[src/verilog/dmc_defs.svh]
`ifndef DMC_DEFS_SVH
`define DMC_DEFS_SVH

`define DMC_NUM_CHANNELS 4

// Channel c owns the four addresses from DMC_BASE_ADDR + 4c
`define DMC_BASE_ADDR 16'h4010
`define DMC_CTRL_ADDR 16'h4015

`define DMC_REG_CTRL 2'd0
`define DMC_REG_LEVEL 2'd1
`define DMC_REG_ADDR 2'd2
`define DMC_REG_LEN 2'd3

`define DMC_SAMPLE_BASE 16'hC000

`define DMC_TIMER_W 9
`define DMC_MIX_W (7 + $clog2(`DMC_NUM_CHANNELS))

`endif

[src/verilog/dmc_mixer.sv]
`include "dmc_defs.svh"

module dmc_mixer (
	input logic clk,
	input logic n_reset,
	input logic [6:0] level [`DMC_NUM_CHANNELS],
	output logic [`DMC_MIX_W-1:0] mix_out
);

localparam int N = `DMC_NUM_CHANNELS;

logic [`DMC_MIX_W-1:0] sum;

// Wide enough that the sum of all full-scale levels never wraps
always_comb begin
	sum = '0;
	for (int c = 0; c < N; c++)
		sum = sum + `DMC_MIX_W'(level[c]);
end

always_ff @(posedge clk, negedge n_reset) begin
	if (~n_reset)
		mix_out <= '0;
	else
		mix_out <= sum;
end

endmodule

[config.mk]
export PLATFORM = sky130hd
export DESIGN_NAME = dmc_mixer
export DESIGN_NICKNAME = d
export VERILOG_FILES = /design/src/verilog/dmc_mixer.sv
export VERILOG_INCLUDE_DIRS = /design/src /design/src/verilog
export SDC_FILE = /design/constraint.sdc
export NUM_CORES = 1
export LEC_CHECK = 0
export ABC_AREA = 1
export BUFFER_PORTS_ARGS = -buffer_cell sky130_fd_sc_hd__buf_2
export CAP_MARGIN = 20
export CORE_MARGIN = 5
export CORE_UTILIZATION = 43
export DETAILED_ROUTE_END_ITERATION = 8
export PLACE_DENSITY = 0.79
export SYNTH_ARGS = -nofsm -noshare
export SYNTH_HDL_FRONTEND = slang
export SYNTH_SLANG_ARGS = --single-unit
export TNS_END_PERCENT = 50
[constraint.sdc]
create_clock -name clk -period 0.8 [get_ports clk]
set_input_delay 0 -clock clk [delete_from_list [all_inputs] [get_ports clk]]
set_output_delay 0 -clock clk [all_outputs]
set_load 0.02 [all_outputs]
==> metrics.cfg <==
[run_status]
status=finished, violations left
violations=hold timing, setup timing

[run]
drv_cap=0

[layout]
top_regs=mix_out x9
largest_reg_flops=9
n_antenna_cell=0
n_fill_cell=193
regMostFlops=mix_out
drive_gt1_frac=0.488
area_growth_pct=50.3
multiInputGateArea_um2=667
layout.nets=215
regArea_um2=225

[synthesis]
yosysSeqAreaShare=0.239
synth_edf_count=0
postSynthCellCount=112
yosys_warnings=0
syn_area_um2=943
synth.avg_cell_area_um2=8.42
synth_ff_type=dfrtp_1
yosys-top-cells-count=inv_1 (46), nand2_1 (19), fa_1 (14)
ys_types=12
synth_fp_nets=164
synth_top_area_share=0.297
async_flop_share=1.00
ys_top_cells_by_area=fa_1 (30%), dfrtp_1 (24%), inv_1 (18%)
yosys.cell_count.top_type=inv_1
ys_ff_latch=9
synth_top_cell_by_area=fa_1

[timing]
min_period_ps=1970
fin_tns_setup_ps=-7810
clock.fmax_mhz=509
rsz0062_at_grt=yes
slew_violations=0
setup_slack_ps=-1170
min_period_over_period=2.46
fin_hold_ws_ps=-3.54
finalSetupViolations=8
worstMarginPinSlew_ps=188
max_slew_margin=0.875
hold_violations=1

[floorplanning]
die_y_um=56.8
io_pins=39
die_w_um=56.8
rows=17
die_area_um2=3230
start_util=0.439
core_um2=2150

[place]
dp_hpwl_um=1650
portBuffers=38
dp_slack_ps=-1500
routabilityCongestion=0.764

[route]
vias_per_cell=4.46
drt_iter0_markers=7
vias=848
wl_um=2000
first_pass_iters=4
routedWlPerCell_um=10.5
ant_nets=0
drc_errors=0

[grt]
grt_pass1_vias=894
grt_overflow=0
antenna_found_initial=0
grt_util_met2=0.261
busiest_layer=met2
use_met1=0.124
grt_usage=0.132
grt_max_degree=10
grt_pass1_wl_um=3330
grtUsageMet3=0.0552

[setup_path]
worstSetupPathType=input pin to flop
endpoint_kind=flop
cp-start-kind=input pin
startpoint=level[15]
required_ps=940
cp.arrival_ps=2100
path_max_fanout=3

[pwr]
vdd_drop_max_mv=1.45
leakagePower_uw=0.000839
powerDensity_nw_per_um2=2340

[clocking]
cts_sinks=9
cts_tree=yes
cts_made_buffers=3
cts.clk_slew.worst_paths_ps=60
h-tree-depth=1
clk_path_buf_depth=2
cts_root_buf=clkbuf_4
cts_hold_buf=1

[worst_hold_path]
worstHoldStart=level[21]
worst_hold_path_type=input pin to flop

## power by group
| part | leakage, uW | internal (uW) | switching [uW] |
|---|---|---|---|
| registers | 0.000106 | 660 | 41.9 |
| clock network | 0.0000150 | 191 | 140 |
| logic | 0.000718 | 1020 | 1250 |
## cell families after synthesis
logic type,synth area share
buffers and inverters,0.183
flip-flops,0.239
XOR/XNOR,0.0279
adder cells (fa/ha/maj),0.403
AO/OA/AOI/OAI,0.0159
AND/OR/NAND/NOR,0.131
## routing by layer
layer  vias up  part of all wire
li1        409                 -
met1       404              0.29
met2        33              0.59
met3         2             0.098
met4         0             0.014
met5         -                 0
## path summary, 6_finish.rpt
kind | end | slack, ps | depth (start not counted)
max | mix_out[5] | -1170 | 11
min | mix_out[0] | -4 | 2
max in group asynchronous | mix_out[2] | 510 | 2
min in group asynchronous | mix_out[5] | 120 | 2
## critical path, stage by stage
cell	delay (ps)
buf_6	70
inv_2	30
fa_1	550
inv_2	50
fa_1	560
ha_4	150
inv_2	40
fa_2	370
nor2_1	100
nor2_1	70
xnor2_1	120
## stage by stage
step,cells,util,total power (uW),hold WS [ps],area [um^2]
2_1_floorplan,112,-,1890,-296,956
3_3_place_gp,182,0.564,2400,-151,1210
3_5_place_dp,182,0.564,2480,-147,1210
4_1_cts,189,0.617,3020,-10.1,1330
5_1_grt,190,0.660,3630,-23.9,1420
6_report,190,0.660,3310,-3.54,1420
## what timing repair did
| item | CTS | global route |
|---|---|---|
| setup buffers | 2 | 2 |
| setup endpoints to repair | 8 | 15 |
| pin swaps | 10 | 22 |
| endpoints found under the hold margin | 10 | 1 |
| resized for setup | 10 | 28 |
## placed cells by master (no fill, tap or decap), drive strengths merged
cell / instances
a21oi: 3
buf: 45
clkbuf: 4
dfrtp: 9
dlygate4sd3: 1
fa: 14
ha: 8
inv: 46
nand2: 19
nand3: 4
nand4: 2
nor2: 4
xnor2: 2
xor2: 1
## layout make-up
type,count,share of cell area
multi-input cells,57,0.470
inverters,46,0.127
repair buffers,46,0.200
well taps,28,0.0247
flip-flops and latches,9,0.159
clock buffers,4,0.0185
Note: power is estimated with default switching activity, not from simulation.
