===== config.mk =====
export PLATFORM = sky130hd
export DESIGN_NAME = dmc_reg_decode
export DESIGN_NICKNAME = d
export VERILOG_FILES = /design/src/verilog/dmc_pkg.sv /design/src/verilog/dmc_reg_decode.sv
export VERILOG_INCLUDE_DIRS = /design/src /design/src/verilog
export SDC_FILE = /design/constraint.sdc
export NUM_CORES = 1
export LEC_CHECK = 0
export BUFFER_PORTS_ARGS = -buffer_cell sky130_fd_sc_hd__buf_4
export CORE_ASPECT_RATIO = 0.9
export CORE_MARGIN = 2
export CORE_UTILIZATION = 41
export DETAILED_ROUTE_END_ITERATION = 10
export PLACE_DENSITY = 0.83
export SYNTH_ARGS = -nofsm -noshare
export SYNTH_HDL_FRONTEND = slang
export SYNTH_SLANG_ARGS = --single-unit

===== constraint.sdc =====
create_clock -name clk -period 1.15 [get_ports clk]
set_input_delay 0.23 -clock clk [delete_from_list [all_inputs] [get_ports clk]]
set_output_delay 0.23 -clock clk [all_outputs]
set_load 0.1 [all_outputs]

===== src/verilog/dmc_defs.svh =====
`ifndef DMC_DEFS_SVH
`define DMC_DEFS_SVH

`define DMC_NUM_CHANNELS 4

// Channel c owns the four addresses from DMC_BASE_ADDR + 4c
`define DMC_BASE_ADDR 16'h4010
`define DMC_CTRL_ADDR 16'h4015

`define DMC_REG_CTRL 2'd0
`define DMC_REG_LEVEL 2'd1
`define DMC_REG_ADDR 2'd2
`define DMC_REG_LEN 2'd3

`define DMC_SAMPLE_BASE 16'hC000

`define DMC_TIMER_W 9
`define DMC_MIX_W (7 + $clog2(`DMC_NUM_CHANNELS))

`endif


===== src/verilog/dmc_pkg.sv =====
package dmc_pkg;

	typedef struct packed {
		logic irq_en;
		logic loop;
		logic [1:0] spare;
		logic [3:0] rate;
	} dmc_ctrl_t;

	typedef struct packed {
		logic spare;
		logic [6:0] level;
	} dmc_level_t;

	// The same written byte seen by each of the four channel registers
	typedef union packed {
		dmc_ctrl_t ctrl;
		dmc_level_t lvl;
		logic [7:0] raw;
	} dmc_reg_u;

	typedef struct packed {
		logic valid;
		logic [1:0] idx;
		dmc_reg_u data;
	} reg_wr_t;

	typedef struct packed {
		logic req;
		logic [15:0] addr;
	} fetch_req_t;

	typedef struct packed {
		logic rdy;
		logic [7:0] data;
	} fetch_rsp_t;

	typedef struct packed {
		logic req;
		logic [15:0] addr;
	} mem_req_t;

endpackage


===== src/verilog/dmc_reg_decode.sv =====
`include "dmc_defs.svh"

module dmc_reg_decode (
	input logic clk,
	input logic n_reset,
	input logic sys_we,
	input logic [15:0] sys_addr,
	input logic [7:0] sys_wdata,
	output dmc_pkg::reg_wr_t reg_wr [`DMC_NUM_CHANNELS],
	output logic [`DMC_NUM_CHANNELS-1:0] en,
	output logic [`DMC_NUM_CHANNELS-1:0] start,
	output logic irq_clr
);

localparam int N = `DMC_NUM_CHANNELS;

logic [15:0] offset;
logic ctrl_hit;
logic [N-1:0] win_hit;

assign offset = sys_addr - `DMC_BASE_ADDR;

// The control address wins over any channel window that covers it
assign ctrl_hit = sys_we && sys_addr == `DMC_CTRL_ADDR;

always_comb begin
	for (int c = 0; c < N; c++)
		win_hit[c] = sys_we && !ctrl_hit && offset[15:2] == 14'(c);
end

always_ff @(posedge clk, negedge n_reset) begin
	if (~n_reset) begin
		for (int c = 0; c < N; c++)
			reg_wr[c] <= '0;
	end else begin
		for (int c = 0; c < N; c++) begin
			reg_wr[c].valid <= win_hit[c];
			reg_wr[c].idx <= offset[1:0];
			reg_wr[c].data <= sys_wdata;
		end
	end
end

always_ff @(posedge clk, negedge n_reset) begin
	if (~n_reset) begin
		en <= '0;
		start <= '0;
		irq_clr <= 1'b0;
	end else begin
		irq_clr <= ctrl_hit;
		if (ctrl_hit) begin
			en <= sys_wdata[N-1:0];
			start <= sys_wdata[N-1:0]; // Every set bit restarts its channel
		end else begin
			start <= '0;
		end
	end
end

endmodule


==> results.json, run 1 <==
{
  "ys_ff_latch": 23,
  "endpoint_type": "sequential cell input",
  "postGrtWorstEndpoint": "en[0]$_DFFE_PN0P_/D",
  "ios": 80,
  "start_util": 0.442,
  "avgSynthCellArea_um2": 13.2,
  "dp_hpwl_um": 1710,
  "synth_top_cell_area_share": 0.581,
  "synth_top_cell_by_area": "dfrtp_1",
  "numCtsBuffers": 3,
  "stop_error": "[ERROR DPL-0033] detailed placement checks failed during check placement.",
  "fp-row-count": 16,
  "syn_area_um2": 991,
  "cts.sinks": 23,
  "cts_max_path_buffers": 2,
  "flow.stopped_at": "global routing (5_1_grt)",
  "synth_cell_types": 14,
  "grt_max_degree": 24,
  "yosysSeqAreaShare": 0.581,
  "synth_nets": 102,
  "synth_area_leaders": "dfrtp_1 (58%), buf_4 (23%), mux2_2 (4.5%), and2_2 (3.0%), nor4b_2 (3.0%)",
  "synthCells": 75,
  "cts_root_buffer": "clkbuf_4",
  "antenna_found_initial": 0,
  "die_h_um": 50.6,
  "htree_levels": 1,
  "place_congestion": 0.671,
  "die_w_um": 55.8,
  "port_buffers": 79,
  "outcome": "stopped before the end",
  "yosys_warnings": 0
}
[kinds of logic after synthesis]
kind of cell	synth area share
simple gates	0.143
mux	0.0455
buf+inv	0.231
flops	0.581
[synth_stat cells (all sizes together)]
library cell	n
nor2	3
dfrtp	23
inv	1
nor4	1
buf	30
nor4b	3
nor2b	2
nor3	1
nand4	2
mux2	4
nor3b	1
and2	4
[stage by stage]
step           setup WS [ps]  cells  hold WS, ps  instance area (um2)
3_3_place_gp            -484    155          129                 1480
4_1_cts                 -125    165         21.9                 1950
3_5_place_dp            -527    155          132                 1480
2_1_floorplan           -357     75        -65.6                 1160
[what timing repair did]
item | in CTS
pin swaps | 4
endpoints found under the hold margin | 23
gates resized for setup | 100
endpoints found under the setup margin | 57
cloned | 1
hold buffers | 1
setup buffers | 4
==> inputs of run 2 (changes only) <==
Settings changed: CORE_ASPECT_RATIO 0.9 to not set, CORE_UTILIZATION 41 to 26, PLACE_DENSITY 0.83 to not set, PLACE_DENSITY_LB_ADDON set to 0.15.
==> run 2 against run 1 <==
  * The flow now finishes, with violations (negative setup slack)
  * Synthesized cell count did not move
  * Synthesized area did not move
==> results.json, run 2 <==
{
  "final_cell_mix": "buf_12 (40), buf_4 (36), dfrtp_1 (13)",
  "synth_cell_types": 14,
  "grt_first_pass_wirelength_um": 3940,
  "synth_top_cell_by_area": "dfrtp_1",
  "min_to": "reg_wr[4]$_DFF_PN0_",
  "worst_pin_slew_ps": 303,
  "numCtsBuffers": 3,
  "cts.clk_slew.worst_paths_ps": 80,
  "hold_viol_final": 0,
  "fp.dieArea_um2": 4320,
  "dp_hpwl_um": 1640,
  "cts.sinks": 23,
  "vias_per_cell": 3.99,
  "track_usage": 0.123,
  "cts_root_buffer": "clkbuf_8",
  "grt_pass1_vias": 798,
  "async_reset_ff_frac": 1.00,
  "synth_nets": 102,
  "setup_violations": 48,
  "wl_per_cell_um": 13.4,
  "min_from": "sys_wdata[4]",
  "ys_ff_latch": 23,
  "syn_area_um2": 991,
  "grt_overflow": 0,
  "critPathMaxFanout": 4,
  "final_cells": 185,
  "vias": 738,
  "die_h_um": 65.7,
  "yosysSeqAreaShare": 0.581,
  "htree_levels": 1,
  "routed_wirelength_um": 2480,
  "avgSynthCellArea_um2": 13.2,
  "synth-main-ff-cell": "dfrtp_1",
  "rsz0062_at_grt": "yes",
  "cp-end-kind": "flip-flop",
  "min_path_cells": 1,
  "drcViolationCount": 0,
  "timing.rr.start": "en[3]$_DFFE_PN0P_",
  "r2r_end": "en[3]$_DFFE_PN0P_",
  "top_register": "reg_wr",
  "worst_slack_ps": -176,
  "irDropWorstVdd_uv": 461,
  "fin_crit_sh": 1.15,
  "yosys_warnings": 0,
  "worstSetupPathType": "in -> reg",
  "maxSlewHeadroom": 0.798,
  "crit_arrival_ps": 1470,
  "hold_path.class": "in -> reg",
  "violations": "negative setup slack",
  "finalClockSkew_ps": 0,
  "total_power_mw": 2.36,
  "start_util": 0.271,
  "worstSkewPairLatency_ps": 250,
  "port_buffers": 79,
  "ios": 80,
  "drive_gt1_frac": 0.825,
  "start_kind": "input pin",
  "largest_reg_flops": 14,
  "p_leak_nw": 1.03,
  "synth_area_leaders": "dfrtp_1 (58%), buf_4 (23%), mux2_2 (4.5%), and2_2 (3.0%), nor4b_2 (3.0%)",
  "ff2ff_setup_slack_ps": 360,
  "antenna_cells": 0,
  "ys_top_cells_by_count": "buf_4 (30), dfrtp_1 (23), and2_2 (4), mux2_2 (4), nor2_1 (3)",
  "place_congestion": 0.666,
  "crit_chain": "buf_6 > nor4b_4 > nand4_2 > nor3b_4 > buf_6 > mux2_4",
  "grt_max_degree": 24,
  "fillers": 284,
  "outcome": "finished with violations",
  "cts_tree": "done",
  "nNetsFinal": 165,
  "die_w_um": 65.7,
  "fin_area_um2": 2160,
  "cap_violations": 0,
  "crit_buf_inv": 2,
  "rr_worst_depth": 1,
  "cts_max_path_buffers": 2,
  "critPathMaxStageDelay_ps": 310,
  "synth_edf_count": 0,
  "slowest_stage": "nor4b_4",
  "final_util": 0.591,
  "fp-row-count": 22,
  "tns_ps": -3610,
  "dpl-instance-area_um2": 1520,
  "antenna_found_initial": 0,
  "cp_top_family": "simple AND/OR/NAND/NOR gates",
  "drt_first_pass_iters": 4,
  "p_per_area_nw_per_um2": 1090,
  "largestRegisters": "reg_wr x14, en x4, start x4",
  "synth.most_common_cell": "buf_4",
  "layout_commonest_cell": "buf_12",
  "fin_crit_ps": 1330,
  "critPathMostFrequentCell": "buf_6",
  "slew_viol_final": 0,
  "drt_iter0_drc": 6,
  "dp.cells": 177,
  "synthCells": 75,
  "synth_top_cell_area_share": 0.581,
  "drtAntennaViolNets": 0,
  "core_area_um2": 3660,
  "fmax_mhz": 754,
  "area_growth_syn_to_layout_pct": 118,
  "crit_required_ps": 1290
}
run 2: cell counts after synthesis:
Identical to the previous run, type by type.
run 2: kinds of logic (layout without fill, tap and decap cells):
| logic type | after synthesis | count (layout) | synth area share |
|---|---|---|---|
| buffers and inverters | 31 | 93 | 0.231 |
| flip-flops | 23 | 23 | 0.581 |
| AND/OR/NAND/NOR | 17 | 17 | 0.143 |
| multiplexers | 4 | 4 | 0.0455 |
run 2: power by group:
part,internal [mW],switching [mW],leakage (nW),total [mW]
sequential,0.838,0.0588,0.289,0.897
clock,0.246,0.236,0.0228,0.482
combinational,0.353,0.626,0.723,0.979
total,1.44,0.921,1.03,2.36
run 2: layer usage:
metal | share of wire | vias up | GRT usage
met5 | 0 | - | 0
met4 | 0.014 | 0 | 0.0703
met3 | 0.088 | 2 | 0.0325
met2 | 0.56 | 43 | 0.221
met1 | 0.34 | 357 | 0.129
li1 | - | 336 | -
run 2: stage by stage:
step | setup WS, ps | hold slack, ps
CTS | -166 | 66.2
global placement | -497 | 140
detailed placement | -508 | 147
global route | -248 | 64.5
floorplan | -357 | -65.6
finish | -176 | 76.8
run 2: worst max path at each step:
stage	depth (start not counted)	startpoint	slack (ps)	end
after floorplan	4	sys_addr[6]	-360	en[0]$_DFFE_PN0P_
after global placement	6	sys_addr[6]	-500	en[1]$_DFFE_PN0P_
after detailed placement	6	sys_addr[6]	-510	en[2]$_DFFE_PN0P_
after CTS	6	sys_addr[11]	-170	en[3]$_DFFE_PN0P_
after global routing	6	sys_addr[11]	-250	en[3]$_DFFE_PN0P_
final	6	sys_addr[11]	-180	en[3]$_DFFE_PN0P_
run 2: what timing repair did:
action / 4_1_cts / 5_1_grt
pin swaps: 4 / 0
setup endpoints to repair: 47 / 50
hold buffers: 1 / 0
hold endpoints to repair: 23 / 0
gates resized for setup: 136 / 2
setup buffers: 2 / 1
run 2: cell type report:
type,count,area [um2],share of cell area
sequential,23,613,0.283
timing repair buffer,88,1200,0.557
clock buffer,4,45.0,0.0208
multi-input combinational,21,236,0.109
tap,48,60.1,0.0278
inverter,1,3.75,0.00174
Note: power is estimated with default switching activity, not from simulation.
