===== src/verilog/dmc_defs.svh =====
`ifndef DMC_DEFS_SVH
`define DMC_DEFS_SVH

`define DMC_NUM_CHANNELS 4

// Channel c owns the four addresses from DMC_BASE_ADDR + 4c
`define DMC_BASE_ADDR 16'h4010
`define DMC_CTRL_ADDR 16'h4015

`define DMC_REG_CTRL 2'd0
`define DMC_REG_LEVEL 2'd1
`define DMC_REG_ADDR 2'd2
`define DMC_REG_LEN 2'd3

`define DMC_SAMPLE_BASE 16'hC000

`define DMC_TIMER_W 9
`define DMC_MIX_W (7 + $clog2(`DMC_NUM_CHANNELS))

`endif


===== src/verilog/dmc_pkg.sv =====
package dmc_pkg;

	typedef struct packed {
		logic irq_en;
		logic loop;
		logic [1:0] spare;
		logic [3:0] rate;
	} dmc_ctrl_t;

	typedef struct packed {
		logic spare;
		logic [6:0] level;
	} dmc_level_t;

	// The same written byte seen by each of the four channel registers
	typedef union packed {
		dmc_ctrl_t ctrl;
		dmc_level_t lvl;
		logic [7:0] raw;
	} dmc_reg_u;

	typedef struct packed {
		logic valid;
		logic [1:0] idx;
		dmc_reg_u data;
	} reg_wr_t;

	typedef struct packed {
		logic req;
		logic [15:0] addr;
	} fetch_req_t;

	typedef struct packed {
		logic rdy;
		logic [7:0] data;
	} fetch_rsp_t;

	typedef struct packed {
		logic req;
		logic [15:0] addr;
	} mem_req_t;

endpackage


===== src/verilog/dmc_channel.sv =====
`include "dmc_defs.svh"

module dmc_channel (
	input logic clk,
	input logic n_reset,
	input dmc_pkg::reg_wr_t reg_wr,
	input logic en,
	input logic start,
	input logic irq_clr,
	output dmc_pkg::fetch_req_t fetch_req,
	input dmc_pkg::fetch_rsp_t fetch_rsp,
	output logic [6:0] level,
	output logic act,
	output logic irq
);

dmc_pkg::dmc_ctrl_t ctrl_reg;
logic [7:0] addr_reg;
logic [7:0] len_reg;

logic [15:0] cur_addr;
logic [11:0] bytes_left;
logic got_byte;
logic last_byte;

logic buf_full;
logic [7:0] buf_data;
logic [7:0] shift;
logic shift_valid;

logic [`DMC_TIMER_W-1:0] period;
logic [`DMC_TIMER_W-1:0] timer;
logic [2:0] bit_cnt;
logic tick;
logic slot_start;

dmc_rate_rom rom0 (.rate(ctrl_reg.rate), .period(period));

always_ff @(posedge clk, negedge n_reset) begin
	if (~n_reset) begin
		ctrl_reg <= '0;
		addr_reg <= 8'h0;
		len_reg <= 8'h0;
	end else if (reg_wr.valid) begin
		case (reg_wr.idx)
			`DMC_REG_CTRL: ctrl_reg <= reg_wr.data.ctrl;
			`DMC_REG_ADDR: addr_reg <= reg_wr.data.raw;
			`DMC_REG_LEN: len_reg <= reg_wr.data.raw;
			default: ;
		endcase
	end
end

assign fetch_req.req = en && !buf_full && bytes_left != 12'h0;
assign fetch_req.addr = cur_addr;
assign got_byte = fetch_rsp.rdy && fetch_req.req;
assign last_byte = got_byte && bytes_left == 12'h1;

always_ff @(posedge clk, negedge n_reset) begin
	if (~n_reset) begin
		cur_addr <= 16'h0;
		bytes_left <= 12'h0;
	end else if (!en) begin
		cur_addr <= 16'h0;
		bytes_left <= 12'h0;
	end else if (start || (last_byte && ctrl_reg.loop)) begin
		cur_addr <= `DMC_SAMPLE_BASE + {2'b00, addr_reg, 6'h00};
		bytes_left <= {len_reg, 4'h1};
	end else if (got_byte) begin
		cur_addr <= cur_addr + 16'h1;
		bytes_left <= bytes_left - 12'h1;
	end
end

always_ff @(posedge clk, negedge n_reset) begin
	if (~n_reset)
		irq <= 1'b0;
	else if (irq_clr || !ctrl_reg.irq_en)
		irq <= 1'b0;
	else if (last_byte && !ctrl_reg.loop)
		irq <= 1'b1;
end

assign tick = timer == '0;
assign slot_start = tick && bit_cnt == 3'd7;

always_ff @(posedge clk, negedge n_reset) begin
	if (~n_reset) begin
		timer <= '0;
		bit_cnt <= 3'd7; // First expiry opens a byte slot
	end else if (tick) begin
		timer <= period - 1'b1;
		bit_cnt <= bit_cnt + 3'd1;
	end else begin
		timer <= timer - 1'b1;
	end
end

always_ff @(posedge clk, negedge n_reset) begin
	if (~n_reset) begin
		buf_full <= 1'b0;
		shift_valid <= 1'b0;
	end else if (!en) begin
		buf_full <= 1'b0;
		shift_valid <= 1'b0;
	end else begin
		if (slot_start)
			shift_valid <= buf_full; // Slot plays silent without a buffered byte
		if (got_byte)
			buf_full <= 1'b1; // A byte landing at a slot start waits for the next slot
		else if (slot_start)
			buf_full <= 1'b0;
	end
end

always_ff @(posedge clk) begin
	if (got_byte)
		buf_data <= fetch_rsp.data;
	if (slot_start)
		shift <= buf_data;
	else if (tick)
		shift <= {1'b0, shift[7:1]};
end

always_ff @(posedge clk, negedge n_reset) begin
	if (~n_reset) begin
		level <= 7'h0;
	end else if (reg_wr.valid && reg_wr.idx == `DMC_REG_LEVEL) begin
		level <= reg_wr.data.lvl.level;
	end else if (tick && shift_valid) begin
		if (shift[0]) begin
			if (level <= 7'd125)
				level <= level + 7'd2;
		end else if (level >= 7'd2) begin
			level <= level - 7'd2;
		end
	end
end

// Busy until the last fetched byte has been shifted out
assign act = bytes_left != 12'h0 || buf_full || shift_valid;

endmodule


===== src/verilog/dmc_rate_rom.sv =====
`include "dmc_defs.svh"

module dmc_rate_rom (
	input logic [3:0] rate,
	output logic [`DMC_TIMER_W-1:0] period
);

// NTSC bit periods, counted in clk cycles
always_comb begin
	case (rate)
		4'd0: period = 9'd428;
		4'd1: period = 9'd380;
		4'd2: period = 9'd340;
		4'd3: period = 9'd320;
		4'd4: period = 9'd286;
		4'd5: period = 9'd254;
		4'd6: period = 9'd226;
		4'd7: period = 9'd214;
		4'd8: period = 9'd190;
		4'd9: period = 9'd160;
		4'd10: period = 9'd142;
		4'd11: period = 9'd128;
		4'd12: period = 9'd106;
		4'd13: period = 9'd84;
		4'd14: period = 9'd72;
		default: period = 9'd54;
	endcase
end

endmodule


===== config.mk =====
export PLATFORM = sky130hd
export DESIGN_NAME = dmc_channel
export DESIGN_NICKNAME = d
export VERILOG_FILES = /design/src/verilog/dmc_pkg.sv /design/src/verilog/dmc_channel.sv /design/src/verilog/dmc_rate_rom.sv
export VERILOG_INCLUDE_DIRS = /design/src /design/src/verilog
export SDC_FILE = /design/constraint.sdc
export NUM_CORES = 1
export LEC_CHECK = 0
export ABC_AREA = 1
export BUFFER_PORTS_ARGS = -buffer_cell sky130_fd_sc_hd__buf_2
export CAP_MARGIN = 20
export CORE_AREA = 10 10 131 133
export DETAILED_ROUTE_END_ITERATION = 10
export DIE_AREA = 0 0 141 143
export GPL_ROUTABILITY_DRIVEN = 0
export PLACE_DENSITY = 0.49
export SYNTH_ARGS = -nofsm -noshare
export SYNTH_HDL_FRONTEND = slang
export SYNTH_SLANG_ARGS = --single-unit
export TNS_END_PERCENT = 1

===== constraint.sdc =====
create_clock -name clk -period 4.4 [get_ports clk]
set_input_delay 0.66 -clock clk [delete_from_list [all_inputs] [get_ports clk]]
set_output_delay 0.66 -clock clk [all_outputs]
set_load 0.05 [all_outputs]

==> flow_summary.toml, run 1 <==
[place]
pre_cts_slack_ps = 1605
dp_cells = 854
postPlaceCellArea_sq_um = 5411
portBuffers = 50
hpwlAfterDp_microns = 9574

[finish]
diodes = 0
layout.nets = 723
finalNonFillerCells = 870
area.growth.synth_to_final_pct = 13.70
top_regs = "cur_addr: 16 flops, bytes_left: 12 flops, timer: 9 flops"
regMostFlops = "cur_addr"
drive_above_1_share_pct = 14.14
layout_common_cells = "nand2_1, dfrtp_1, inv_1"
final_common_cell = "nand2_1"
largest_reg_flops = 16
stdcell_area_sq_um = 5700
finish.utilization_pct = 39.52

[yosys]
synth_area_sq_um = 5014
syn_inst = 636
yosys_warnings = 0
synth_edf_count = 16
async_flop_share_pct = 81.82
synth_top_cell_by_area = "dfrtp_1"
synth_top_area_share_pct = 34.44
synth_top_flop_cell = "dfrtp_1"
synth_cell_types = 39
yosysSeqAreaShare_pct = 45.60
yosys-top-cells-area = "dfrtp_1, nand2_1, edfxtp_1"
synth.net_count = 678
synth_area_per_cell_sq_um = 7.883
ys_ff_latch = 88

[route]
drc = 0
top_layer_used = "met4"
wl_per_cell_microns = 14.88
via_per_inst = 4.844
drt_iter0_drc = 220
firstDrtPassIters = 5
dr_total_vias = 4214
finalWirelength_microns = 12950
m1WireLength_microns = 6428
dr_wl_met2_microns = 5815
dr_wl_met3_microns = 461
route.antenna.remaining_nets = 0

[power_and_ir_drop]
irDropWorstVdd_mv = 0.2879
power_leakage_nw = 2.838
pwr_density_cell_nw_per_um2 = 472.7
finalPower_mw = 2.695

[floorplan]
ios = 51
die_w_microns = 141
row_count = 44
dieArea_sq_um = 20160
die_h_microns = 143
core_area_sq_um = 14420
start_util_pct = 34.76

[critical_path]
crit_chain = "inv_1 > ha_1 > nand2_1 > nor2_1 > nand2_1 > inv_1 > nand2_1 > inv_1 > nand2_1 > nand2_1"
start_kind = "flip-flop"
critPathSlowestCell = "inv_1"
cp.arrival_ps = 2980
crit_start = "timer[0]"
rr_startpoint = "timer[0]"
path_max_fanout = 22
critPathMaxStageDelay_ps = 580
cp_data_required_time_ps = 4620
critPathMostFrequentCell = "nand2_1"
critical_path_class = "reg -> reg"
end_kind = "flip-flop"

[global_route]
grt_pass1_wl_microns = 21400
globalRouteTotalUtil_pct = 13.07
grt_max_degree = 43
antenna_found_initial = 0
grt_pass1_vias = 4213
grt_overflow = 0

[min_path]
min_path_type = "in -> async"

[sta]
fin_tns_setup_ps = 0
report.final.hold_viol_count = 0
slew_viol_final = 0
rsz0062_at_grt = "false"
relSlewSlack_pct = 50.62
finalCritPeriodShare_pct = 62.79
worst_pin_slew_ps = 738.9
whs_ps = 361.2
period_needed_ps = 2763
max_freq_mhz = 362.0
setup_viol = 0
clock_skew_ps = 8.579
worst_slack_ps = 1637

[run_status]
status = "complete, no violations"

[clock_tree]
cts.root.buffer_cell = "clkbuf_16"
cts.path.max_buffers = 2
cts_hold_buffers = 0
clk_latency_ps = 350
cts_tree = "yes"
post_cts_buffers = 0
numCtsBuffers = 9
cts_resized = 0
cts.sinks = 88
clkSlewWorstSetupHoldPaths_ps = 70
htreeDepth = 3

[job]
cap_violations = 0
==> layer usage <==
| layer | vias up | track usage (%) |
|---|---|---|
| li1 | 2137 | - |
| met1 | 1979 | 17.20 |
| met2 | 81 | 20.37 |
| met3 | 17 | 3.085 |
| met4 | 0 | 4.891 |
| met5 | - | 0 |
==> synth_stat cells, types with 2 or more instances <==
| cell type | instances |
|---|---|
| ha_1 | 17 |
| xor2_1 | 19 |
| o21a_1 | 2 |
| clkbuf_1 | 9 |
| xnor2_1 | 11 |
| nor3_1 | 10 |
| o21ai_1 | 2 |
| o22ai_1 | 2 |
| nand2_2 | 13 |
| or2_2 | 3 |
| nand4_1 | 10 |
| buf_4 | 3 |
| nor2_4 | 2 |
| edfxtp_1 | 16 |
| dfrtp_1 | 69 |
| a31oi_1 | 2 |
| inv_1 | 62 |
| nand3_1 | 51 |
| nand2_1 | 206 |
| a21oi_1 | 7 |
| o21ai_0 | 56 |
| nor2_1 | 39 |
| clkinv_1 | 2 |
| buf_6 | 2 |
| dfstp_2 | 3 |
| inv_2 | 2 |
| buf_1 | 3 |
| inv_4 | 2 |
==> worst paths after layout <==
| kind | end | slack (ps) | cells past startpoint |
|---|---|---|---|
| max | shift[1] | 1640 | 10 |
| min | cur_addr[1] | 360 | 1 |
| max reg2reg | shift[1] | 1640 | 10 |
| min reg2reg | timer[0] | 450 | 1 |
| max in group asynchronous | timer[7] | 3000 | 2 |
| min in group clk | timer[0] | 450 | 1 |
==> power by group <==
part           switching (mW)  internal, mW  leakage (nW)
registers               0.148         0.961          1.06
clock network           0.329         0.438         0.136
logic                   0.551         0.268          1.64
==> critical path, delay by kind of cell (launching register included) <==
family	cells	cell delay (ps)
simple gates	6	1020
buf+inv	3	1000
flops	1	390
fa+ha+maj	1	210
==> area by class of cell <==
cell class                 instances  area (sq um)
clock buffer                      10         229.0
clock inverter                     6         60.06
fill                            1516          8723
inverter                          68         260.3
multi-input combinational        463          2377
sequential                        88          2286
tap                              184         230.2
timing repair buffer              51         257.7
==> cells by family after synthesis <==
family	synth area share, %
compound gates	8.261
xor+xnor	5.241
fa+ha+maj	4.242
buf+inv	6.988
flops	45.60
simple gates	29.67
(Power assumes the default switching activity.)
==> run 2, diff against run 1 <==
--- a/config.mk
+++ b/config.mk
@@ -6,14 +6,14 @@
 export SDC_FILE = /design/constraint.sdc
 export NUM_CORES = 1
 export LEC_CHECK = 0
-export ABC_AREA = 1
+export ABC_AREA = 0
 export BUFFER_PORTS_ARGS = -buffer_cell sky130_fd_sc_hd__buf_2
 export CAP_MARGIN = 20
-export CORE_AREA = 10 10 131 133
+export CORE_AREA = 10 10 127 129
 export DETAILED_ROUTE_END_ITERATION = 10
-export DIE_AREA = 0 0 141 143
+export DIE_AREA = 0 0 137 139
 export GPL_ROUTABILITY_DRIVEN = 0
-export PLACE_DENSITY = 0.49
+export PLACE_DENSITY = 0.5
 export SYNTH_ARGS = -nofsm -noshare
 export SYNTH_HDL_FRONTEND = slang
 export SYNTH_SLANG_ARGS = --single-unit
==> constraint.sdc (replaced) <==
create_clock -name clk -period 2.6 [get_ports clk]
set_input_delay 0.39 -clock clk [delete_from_list [all_inputs] [get_ports clk]]
set_output_delay 0.39 -clock clk [all_outputs]
set_load 0.05 [all_outputs]
==> flow_summary.toml, run 2 <==
[place]
portBuffers = 50
hpwlAfterDp_microns = 8388
pre_cts_slack_ps = 252.4
dp_cells = 669

[global_route]
grt_pass1_wl_microns = 18980
grt_max_degree = 73
grt_pass1_vias = 3615
antenna_found_initial = 0
globalRouteTotalUtil_pct = 12.55
grt_overflow = 0

[route]
drc = 0
wl_per_cell_microns = 16.70
finalWirelength_microns = 11420
via_per_inst = 5.194
dr_total_vias = 3553
firstDrtPassIters = 4
drt_iter0_drc = 210
route.antenna.remaining_nets = 0

[finish]
largest_reg_flops = 16
finalNonFillerCells = 684
diodes = 0
final_common_cell = "dfrtp_1"
fill_cells = 1386
drive_above_1_share_pct = 25.79
multi_input_area_sq_um = 2281
top_regs = "cur_addr: 16 flops, bytes_left: 12 flops, timer: 9 flops"
layout.nets = 542
regMostFlops = "cur_addr"
area.growth.synth_to_final_pct = 16.41
register_area_sq_um = 2286
layout_common_cells = "dfrtp_1, buf_2, o21ai_0"

[sta]
report.final.hold_viol_count = 0
rsz0062_at_grt = "false"
setup_viol = 0
relSlewSlack_pct = 51.06
slew_viol_final = 0
period_needed_ps = 2344
finalCritPeriodShare_pct = 90.17
fin_tns_setup_ps = 0
max_freq_mhz = 426.5
worst_slack_ps = 255.5
clock_skew_ps = 8.298
worst_pin_slew_ps = 728.5

[power_and_ir_drop]
power_leakage_nw = 2.283
clockPowerShare_pct = 29.7
pwr_density_cell_nw_per_um2 = 725.6
irDropWorstVdd_mv = 0.4153
combPwrFrac_pct = 23.9
swShare_pct = 33.28
p_switching_mw = 1.322
pwr-share-seq_pct = 46.4
internal_power_mw = 2.651

[critical_path]
end_kind = "flip-flop"
reg2reg_depth = 6
path_max_fanout = 5
r2r-end = "timer[8]"
r2r_slack_ps = 260
cp_data_required_time_ps = 2880
rr_startpoint = "ctrl_reg[0]"
critical_path_class = "reg -> reg"
start_kind = "flip-flop"
cp.arrival_ps = 2630

[yosys]
synth.net_count = 482
async_flop_share_pct = 81.82
yosysMostFrequentCell = "dfrtp_1"
synth_area_sq_um = 4703
synthTopCellsByCount = "dfrtp_1, o21ai_0, a21oi_1, nand2_1, mux2_2"
yosys-top-cells-area = "dfrtp_1, edfxtp_1, mux2_2"
synth_cell_types = 58
synth_top_flop_cell = "dfrtp_1"
yosysSeqAreaShare_pct = 48.60
synth_edf_count = 16
yosys_warnings = 0
synth_area_per_cell_sq_um = 10.69
ys_ff_latch = 88
synth_top_cell_by_area = "dfrtp_1"
synth_top_area_share_pct = 36.71
syn_inst = 440

[min_path]
min_path_type = "in -> async"

[clock_tree]
clk_latency_ps = 340
cts.path.max_buffers = 2
cts.sinks = 88
clkSlewWorstSetupHoldPaths_ps = 60
numCtsBuffers = 9
htreeDepth = 3
post_cts_buffers = 0
cts.root.buffer_cell = "clkbuf_16"
cts_tree = "yes"

[floorplan]
ios = 51
start_util_pct = 34.42
die_w_microns = 137
core_area_sq_um = 13670
die_h_microns = 139
row_count = 43
dieArea_sq_um = 19040

[job]
cap_violations = 0

[run_status]
status = "complete, no violations"
## run 2: worst max-delay path by stage
stage	cells after the start	start	slack, ps	end
2_1_floorplan	3	bytes_left[4]	200	fetch_req[16]
5_1_grt	6	ctrl_reg[0]	40	timer[8]
4_1_cts	6	ctrl_reg[0]	220	timer[8]
6_report	6	ctrl_reg[0]	260	timer[8]
3_5_place_dp	6	ctrl_reg[0]	250	timer[8]
3_3_place_gp	7	bytes_left[0]	330	cur_addr[10]
## run 2: logic make-up after synthesis
| logic type | synth area share [%] |
|---|---|
| AND/OR/NAND/NOR | 17.37 |
| AO/OA/AOI/OAI | 12.82 |
| flip-flops | 48.60 |
| multiplexers | 8.726 |
| buffers and inverters | 2.926 |
| XOR/XNOR | 5.028 |
| adder cells (fa/ha/maj) | 4.522 |
## run 2: area by class of cell
class,count,share of cell area [%]
multi-input cells,322,41.66
clock inverters,5,0.6170
repair buffers,63,6.581
clock buffers,10,4.182
well taps,180,4.113
flip-flops and latches,88,41.75
inverters,16,1.097
## run 2: through the flow
step | hold slack, ps | instance area [sq um] | power, mW | utilization [%]
6_report | 50.75 | 5475 | 3.973 | 40.07
5_1_grt | 85.76 | 5475 | 4.217 | 40.07
4_1_cts | 75.85 | 5474 | 4.034 | 40.06
3_5_place_dp | 449.0 | 5211 | 2.830 | 38.13
3_3_place_gp | 441.2 | 5211 | 2.811 | 38.13
2_1_floorplan | 94.41 | 4703 | 2.526 | -
## run 2: timing repair
| action | 4_1_cts | 5_1_grt |
|---|---|---|
| hold buffers | 0 | 0 |
| endpoints found under the setup margin | 0 | 1 |
| resized for setup | 0 | 1 |
## run 2: per-layer routing
metal | GRT usage (%) | vias up | routed length, microns
li1 | - | 1740 | -
met1 | 15.84 | 1749 | 5333
met2 | 19.67 | 54 | 5461
met3 | 4.022 | 10 | 468
met4 | 4.218 | 0 | 159
met5 | 0 | - | 0
## run 2: critical path, cell delays in order (launching register included)
cell     delay, ps
dfrtp_1        410
inv_1          170
ha_1           290
mux4_2         520
nor4_1         420
nor4b_1        290
o22a_1         180
## run 2: power groups by stage
stage / Sequential [mW] / Clock (mW) / Combinational, mW
after global placement: 1.86 / 0 / 0.949
final: 1.84 / 1.18 / 0.950
after floorplan: 1.92 / 0 / 0.602
after global routing: 1.88 / 1.28 / 1.05
after detailed placement: 1.87 / 0 / 0.961
after CTS: 1.85 / 1.22 / 0.966
